==> src/design/execUnit_settings.svh <==
`ifndef EXEC_UNIT_SETTINGS_SVH
`define EXEC_UNIT_SETTINGS_SVH

// Operand and result width of the integer datapath
`define EXEC_XLEN 32

// Width of the tag carried alongside each operation
`define EXEC_TAG_W 4

`endif

==> src/design/execPkg.sv <==
`include "execUnit_settings.svh"

package execPkg;

    // Decoded opcode with the decoder's numbering
    typedef enum logic [3:0] {
        OP_BEQ  = 4'd0,
        OP_BNE  = 4'd1,
        OP_BLT  = 4'd2,
        OP_BGE  = 4'd3,
        OP_BLTU = 4'd4,
        OP_BGEU = 4'd5,
        OP_ADD  = 4'd6,
        OP_SUB  = 4'd7,
        OP_AND  = 4'd8,
        OP_SLT  = 4'd9,
        OP_SLTU = 4'd10,
        OP_OR   = 4'd11,
        OP_XOR  = 4'd12,
        OP_SLL  = 4'd13,
        OP_SRL  = 4'd14,
        OP_SRA  = 4'd15
    } opE;

    // Comparator result
    typedef struct packed {
        logic isCmp;    // Opcode handled by compare unit
        logic isBranch; // Branch without register write
        logic met;      // Condition holds
    } cmpResT;

    // ALU result with the operation tag
    typedef struct packed {
        logic [`EXEC_XLEN-1:0]  value;
        logic [`EXEC_TAG_W-1:0] tag;
    } aluResT;

endpackage

==> src/design/branchCompare.sv <==
`timescale 1ns/1ns
`include "execUnit_settings.svh"

module branchCompare (
    input  execPkg::opE            opCode,
    input  logic [`EXEC_XLEN-1:0]  opA,
    input  logic [`EXEC_XLEN-1:0]  opB,
    output execPkg::cmpResT        cmpRes
);

    logic isEq;
    logic ltSigned;
    logic ltUnsigned;

    assign isEq       = (opA == opB);
    assign ltSigned   = ($signed(opA) < $signed(opB));
    assign ltUnsigned = (opA < opB);

    always_comb begin
        cmpRes.isCmp    = 1'b1;
        cmpRes.isBranch = 1'b1;
        cmpRes.met      = 1'b0;
        case (opCode)
            execPkg::OP_BEQ: begin
                cmpRes.met = isEq;
            end
            execPkg::OP_BNE: begin
                cmpRes.met = ~isEq;
            end
            execPkg::OP_BLT: begin
                cmpRes.met = ltSigned;
            end
            execPkg::OP_BGE: begin
                cmpRes.met = ~ltSigned; // Greater or equal
            end
            execPkg::OP_BLTU: begin
                cmpRes.met = ltUnsigned;
            end
            execPkg::OP_BGEU: begin
                cmpRes.met = ~ltUnsigned;
            end
            execPkg::OP_SLT: begin
                cmpRes.isBranch = 1'b0;
                cmpRes.met      = ltSigned;
            end
            execPkg::OP_SLTU: begin
                cmpRes.isBranch = 1'b0;
                cmpRes.met      = ltUnsigned;
            end
            default: begin
                cmpRes.isCmp    = 1'b0; // ALU opcode
                cmpRes.isBranch = 1'b0;
            end
        endcase
    end

endmodule

==> src/design/execUnit.sv <==
`timescale 1ns/1ns
`include "execUnit_settings.svh"

module execUnit (
    input  logic                   soc_clk,
    input  logic                   rstN,
    input  logic                   opValid,
    output logic                   opReady,
    input  execPkg::opE            opCode,
    input  logic [`EXEC_XLEN-1:0]  opA,
    input  logic [`EXEC_XLEN-1:0]  opB,
    input  logic [`EXEC_TAG_W-1:0] opTag,
    output logic                   resValid,
    input  logic                   resReady,
    output logic [`EXEC_XLEN-1:0]  resData,
    output logic                   resTaken,
    output logic                   resWrite,
    output logic [`EXEC_TAG_W-1:0] resTag
);

    execPkg::cmpResT cmpRes;
    execPkg::aluResT aluRes;
    execPkg::cmpResT cmpStageRes;
    execPkg::aluResT aluStageRes;
    logic            cmpInReady;
    logic            aluInReady; // Mirrors cmpInReady
    logic            cmpOutValid;
    logic            aluOutValid;
    logic            cmpOutReady;
    logic            aluOutReady;

    assign opReady = cmpInReady; // Stages move in lockstep

    branchCompare cmpUnit (
        .opCode (opCode),
        .opA    (opA),
        .opB    (opB),
        .cmpRes (cmpRes)
    );

    intAlu aluUnit (
        .opCode (opCode),
        .opA    (opA),
        .opB    (opB),
        .opTag  (opTag),
        .aluRes (aluRes)
    );

    pipeStage #(.payloadT(execPkg::cmpResT)) cmpStage (
        .soc_clk  (soc_clk),
        .rstN     (rstN),
        .inValid  (opValid),
        .inReady  (cmpInReady),
        .inData   (cmpRes),
        .outValid (cmpOutValid),
        .outReady (cmpOutReady),
        .outData  (cmpStageRes)
    );

    pipeStage #(.payloadT(execPkg::aluResT)) aluStage (
        .soc_clk  (soc_clk),
        .rstN     (rstN),
        .inValid  (opValid),
        .inReady  (aluInReady),
        .inData   (aluRes),
        .outValid (aluOutValid),
        .outReady (aluOutReady),
        .outData  (aluStageRes)
    );

    resultMerge merge (
        .cmpValid (cmpOutValid),
        .cmpReady (cmpOutReady),
        .cmpRes   (cmpStageRes),
        .aluValid (aluOutValid),
        .aluReady (aluOutReady),
        .aluRes   (aluStageRes),
        .resValid (resValid),
        .resReady (resReady),
        .resData  (resData),
        .resTaken (resTaken),
        .resWrite (resWrite),
        .resTag   (resTag)
    );

endmodule

==> src/design/intAlu.sv <==
`timescale 1ns/1ns
`include "execUnit_settings.svh"

module intAlu (
    input  execPkg::opE            opCode,
    input  logic [`EXEC_XLEN-1:0]  opA,
    input  logic [`EXEC_XLEN-1:0]  opB,
    input  logic [`EXEC_TAG_W-1:0] opTag,
    output execPkg::aluResT        aluRes
);

    logic [4:0]            shAmt;
    logic [`EXEC_XLEN-1:0] value;

    assign shAmt = opB[4:0]; // RV32 shift amount

    always_comb begin
        case (opCode)
            execPkg::OP_ADD: begin
                value = opA + opB;
            end
            execPkg::OP_SUB: begin
                value = opA - opB;
            end
            execPkg::OP_AND: begin
                value = opA & opB;
            end
            execPkg::OP_OR: begin
                value = opA | opB;
            end
            execPkg::OP_XOR: begin
                value = opA ^ opB;
            end
            execPkg::OP_SLL: begin
                value = opA << shAmt;
            end
            execPkg::OP_SRL: begin
                value = opA >> shAmt;
            end
            execPkg::OP_SRA: begin
                value = $unsigned($signed(opA) >>> shAmt); // Sign fill
            end
            default: begin
                value = '0; // Compare opcodes
            end
        endcase
    end

    assign aluRes.value = value;
    assign aluRes.tag   = opTag;

endmodule

==> src/design/pipeStage.sv <==
`timescale 1ns/1ns

module pipeStage #(
    parameter type payloadT = logic
) (
    input  logic    soc_clk,
    input  logic    rstN,
    input  logic    inValid,
    output logic    inReady,
    input  payloadT inData,
    output logic    outValid,
    input  logic    outReady,
    output payloadT outData
);

    logic    outValidR;
    logic    skidValidR;
    payloadT outDataR;
    payloadT skidDataR;
    logic    inFire;
    logic    loadOut;

    assign inReady  = ~skidValidR; // Straight from a flop
    assign inFire   = inValid & inReady;
    assign loadOut  = ~outValidR | outReady;
    assign outValid = outValidR;
    assign outData  = outDataR;

    always_ff @(posedge soc_clk or negedge rstN) begin
        if (!rstN) begin
            outValidR  <= 1'b0;
            skidValidR <= 1'b0;
        end else if (loadOut) begin
            if (skidValidR) begin
                outValidR  <= 1'b1; // Drain skid entry first
                skidValidR <= 1'b0;
            end else begin
                outValidR <= inFire;
            end
        end else if (inFire) begin
            skidValidR <= 1'b1; // Output held, park new item
        end
    end

    always_ff @(posedge soc_clk) begin
        if (loadOut) begin
            if (skidValidR) begin
                outDataR <= skidDataR;
            end else if (inFire) begin
                outDataR <= inData;
            end
        end else if (inFire) begin
            skidDataR <= inData;
        end
    end

endmodule

==> src/design/resultMerge.sv <==
`timescale 1ns/1ns
`include "execUnit_settings.svh"

module resultMerge (
    input  logic                   cmpValid,
    output logic                   cmpReady,
    input  execPkg::cmpResT        cmpRes,
    input  logic                   aluValid,
    output logic                   aluReady,
    input  execPkg::aluResT        aluRes,
    output logic                   resValid,
    input  logic                   resReady,
    output logic [`EXEC_XLEN-1:0]  resData,
    output logic                   resTaken,
    output logic                   resWrite,
    output logic [`EXEC_TAG_W-1:0] resTag
);

    logic bothValid;
    logic popBoth;
    logic isBranchOp;
    logic isSetOp;

    assign bothValid = cmpValid & aluValid;
    assign popBoth   = bothValid & resReady; // Pop both stages in lockstep

    assign cmpReady = popBoth;
    assign aluReady = popBoth;
    assign resValid = bothValid;

    assign isBranchOp = cmpRes.isCmp & cmpRes.isBranch;
    assign isSetOp    = cmpRes.isCmp & ~cmpRes.isBranch;

    always_comb begin
        if (isBranchOp) begin
            resData = '0;
        end else if (isSetOp) begin
            resData = {{(`EXEC_XLEN-1){1'b0}}, cmpRes.met}; // SLT result
        end else begin
            resData = aluRes.value;
        end
    end

    assign resWrite = ~isBranchOp;
    assign resTaken = isBranchOp & cmpRes.met;
    assign resTag   = aluRes.tag;

endmodule

==> config.mk <==
export PLATFORM = sky130hd
export DESIGN_NAME = execUnit
export DESIGN_NICKNAME = d
export VERILOG_FILES = /design/src/design/execPkg.sv /design/src/design/branchCompare.sv /design/src/design/execUnit.sv /design/src/design/intAlu.sv /design/src/design/pipeStage.sv /design/src/design/resultMerge.sv
export VERILOG_INCLUDE_DIRS = /design/src /design/src/design
export SDC_FILE = /design/constraint.sdc
export NUM_CORES = 1
export LEC_CHECK = 0
export BUFFER_PORTS_ARGS = -buffer_cell sky130_fd_sc_hd__buf_2
export CAP_MARGIN = 40
export CORE_MARGIN = 8
export CORE_UTILIZATION = 25
export CTS_CLUSTER_SIZE = 25
export DETAILED_ROUTE_END_ITERATION = 8
export MAX_ROUTING_LAYER = met4
export PLACE_DENSITY = 0.5
export SLEW_MARGIN = 40
export SYNTH_ARGS = -nofsm -noshare
export SYNTH_HDL_FRONTEND = slang
export SYNTH_SLANG_ARGS = --single-unit
==> constraint.sdc <==
create_clock -name soc_clk -period 5.4 [get_ports soc_clk]
set_clock_uncertainty 0.05 [all_clocks]
set_input_delay 0.81 -clock soc_clk [delete_from_list [all_inputs] [get_ports soc_clk]]
set_output_delay 0.81 -clock soc_clk [all_outputs]
set_load 0.005 [all_outputs]
==> metrics.md <==
| Metric | Value |
|---|---|
| Final hold violations | `0` |
| CP startpoint | `opA[5]` |
| Cell Pwr Density | `between 150 and 200 mW/mm2` |
| Maximum vdd drop | `138 uV` |
| YS warnings | `0` |
| Largest net degree at the start of global routing | `between 80 and 90` |
| I/O Pins | `116` |
| Max Cap Viol | `0` |
| Avg Inst Size Synth | `8.28 um2` |
| Final Cycle Share | `79.7%` |
| Chip Height | `between 200 and 250 um` |
| Worst Setup Start Kind | `primary input` |
| H-tree depth | `3` |
| Distinct cell type count after synthesis | `94` |
| Routed met2 length | `between 20,000 and 30,000 um` |
| Yosys reg bits | `82` |
| Unrepaired setup endpoints after global routing | `false` |
| Total CTS buffers | `9` |
| # setup viols final | `0` |
| Drt wl/cell | `~25 um` |
| Grt total ovfl | `0` |
| Max_slew headroom | `between 30% and 40%` |
| Global-route wire length before repair | `82,600 um` |
| Layout overhead on the synthesized area | `12.1%` |
| Post-synth design cell area | `about 0.013 mm2` |
| Status | `finished clean` |
| Critical path type | `in -> reg` |
| Pleak | `between 0.005 and 0.006 uW` |
| Worst r2r src | `aluStage.skidValidR` |
| Mapped Cells | `around 1,500` |
| Worst min path class | `in -> async` |
| CTS tree | `built` |
| CTS root buf | `clkbuf_16` |
| Post-CTS Repair Setup Buffers | `0` |
| Critical register-to-register path endpoint | `aluStage.outData[14]` |
| Worst Path Required | `around 5.5 ns` |
| Number of synthesized flops with an enable pin | `slightly below 80` |
| Detailed Route WL | `between 50,000 and 60,000 um` |
| CP endpoint | `aluStage.outData[31]` |
| Setup TNS | `0 ns` |
| Routed length on met3 | `~3500 um` |
| CTS resizes | `0` |
| Total track usage | `19.4%` |
| Core area | `~0.05 mm2` |
| Layout cells sized above 1 | `19.4%` |
| Most common cell after layout, fill and taps aside | `nor2_1` |
| Slew Viols, Final | `0` |
| Main synth FF type | `edfxtp_1` |
| Least-Margin Pin Slew | `0.978 ns` |
| CP Capture Type | `flip-flop` |
| Iteration-0 DRC Markers | `about 1,300` |
| Port-buffer cells | `115` |
| Sink Count | `82` |
| Syn Nets | `roughly 1,700` |
| Final min period | `around 4.3 ns` |
| Clock Tree Buf Depth | `2` |
| Met1 WL | `25,600 um` |
| Die width | `241 um` |
| Max FO, Critical Path | `12` |
| Worst reg-to-reg path cell count | `3` |
| Crit path DAT | `4.36 ns` |
| Worst-Skew Late Latency | `0.35 ns` |
| Pre-antenna DRT Iters | `5` |
| Top routing layer in use | `met4` |
| ANT nets after route | `0` |
| GP Congestion | `0.976` |
| Post-route design area | `~0.014 mm2` |
| Vias | `~13,000` |
| Row count | `just over 80` |
| Dpl hpwl | `~45,000 um` |
| Hold buffer count at CTS | `0` |
| FMAX | `approximately 230 MHz` |
| Die area | `between 0.05 and 0.06 mm2` |
| Ys async rst share | `4.88%` |
| DRC Markers | `0` |
| Nets | `1,762` |
| Via density | `roughly 5.7` |
| Vias in the first global route | `approximately 12,000` |
| Reg2reg setup slack | `between 3 and 4 ns` |
| Initial Util | `roughly a quarter` |
| DP Area | `roughly 0.014 mm2` |
| Clock transition at path regs | `approximately 0.070 ns` |
| Commonest non-fill, non-tap cells in the layout | `nor2_1, a21oi_1, nand2_1` |
| Initial antenna violation count | `3` |
| Post-synthesis sequential area ratio | `slightly below 20%` |
## logic make-up after synthesis
group | count (synthesis) | share of synthesized area, %
compound gates | 486 | 26.2
simple gates | 452 | 16.8
buf+inv | 221 | 7.35
mux | 158 | 18.1
fa+ha+maj | 117 | 11.7
flops | 82 | 19.4
xor+xnor | 6 | 0.417
## report_power, final
part | internal (uW) | leakage [uW] | switching (uW)
combinational | 464 | 0.00476 | 806
sequential | 798 | 0.000786 | 21.7
clock | 360 | 0.000142 | 262
## metrics by stage
stage	cells	util (%)	hold WS [ns]	setup slack, ns	total power (uW)
finish	2249	28.3	0.197	1.10	2710
global route	2249	28.3	0.192	1.00	2850
CTS	2246	28.2	0.185	1.22	2720
floorplan	1522	-	0.437	0.949	1640
global placement	2230	27.6	0.454	0.905	2090
detailed placement	2230	27.6	0.470	0.844	2080
## cells in the mapped netlist (all sizes together), types with 6 or more instances
cell type  number  share of area [%]
nor2          140                4.2
a21oi         134                5.4
nand2         129                3.8
ha            115                 11
inv           104                3.1
o21ai          94                3.7
edfxtp         78                 19
clkbuf         67                2.0
mux2i          55                4.4
mux2           53                4.8
mux4           50                8.9
buf            48                2.2
nor2b          43                2.1
nor3           37                1.5
nand3          33                1.3
o211ai         24                1.4
a221oi         23                1.6
o31ai          20                1.3
o221ai         19                1.3
o22ai          18               0.89
a31oi          17               0.84
a211oi         16               0.99
nor4           15               0.84
a221o          13                1.0
or3            12               0.64
a211o          10               0.70
o21bai          9               0.54
a21o            8               0.48
o21a            8               0.48
and3            7               0.35
or2             7               0.35
a21boi          6               0.36
a311oi          6               0.42
a41oi           6               0.48
nand2b          6               0.30
nand4           6               0.30
o2111ai         6               0.42
o31a            6               0.42
## area by class of cell
| class | count | area, um2 |
|---|---|---|
| fill | 5441 | 35800 |
| clock buffer | 10 | 229 |
| antenna | 3 | 7.51 |
| tap | 672 | 841 |
| clock inverter | 6 | 66.3 |
| multi-input combinational | 1219 | 9270 |
| timing repair buffer | 151 | 865 |
| inverter | 106 | 398 |
| sequential | 82 | 2440 |
## worst min path at each step
stage                                to  slack (ns)  cells past startpoint
floorplan             cmpStage.outValid        0.44                      2
global placement      cmpStage.outValid        0.45                      2
detailed placement    cmpStage.outValid        0.47                      2
CTS                 cmpStage.skidValidR        0.19                      1
global route        cmpStage.skidValidR        0.19                      1
finish              cmpStage.skidValidR        0.20                      1
## flip-flops by register name (all words and copies together) (netlist names)
name	count
aluStage.skidValidR	1
cmpStage.skidValidR	1
aluStage.outValid	1
cmpStage.outData	3
cmpStage.outValid	1
aluStage.skidDataR	36
aluStage.outData	36
cmpStage.skidDataR	3
## critical path: stages
cell	delay [ns]
buf_2	0.26
inv_1	0.13
ha_1	0.55
nand2_1	0.13
nor4_1	0.61
nor4_2	0.17
nor3_1	0.52
o41ai_1	0.16
and2_1	0.18
a221o_1	0.29
a211o_1	0.28
mux2_2	0.26
## routing by layer
layer	GRT usage (%)	up-vias
met1	26.3	6336
met3	1.93	69
li1	-	5825
met2	30.4	543
met4	5.83	0
met5	-	-
(Power assumes the default switching activity.)
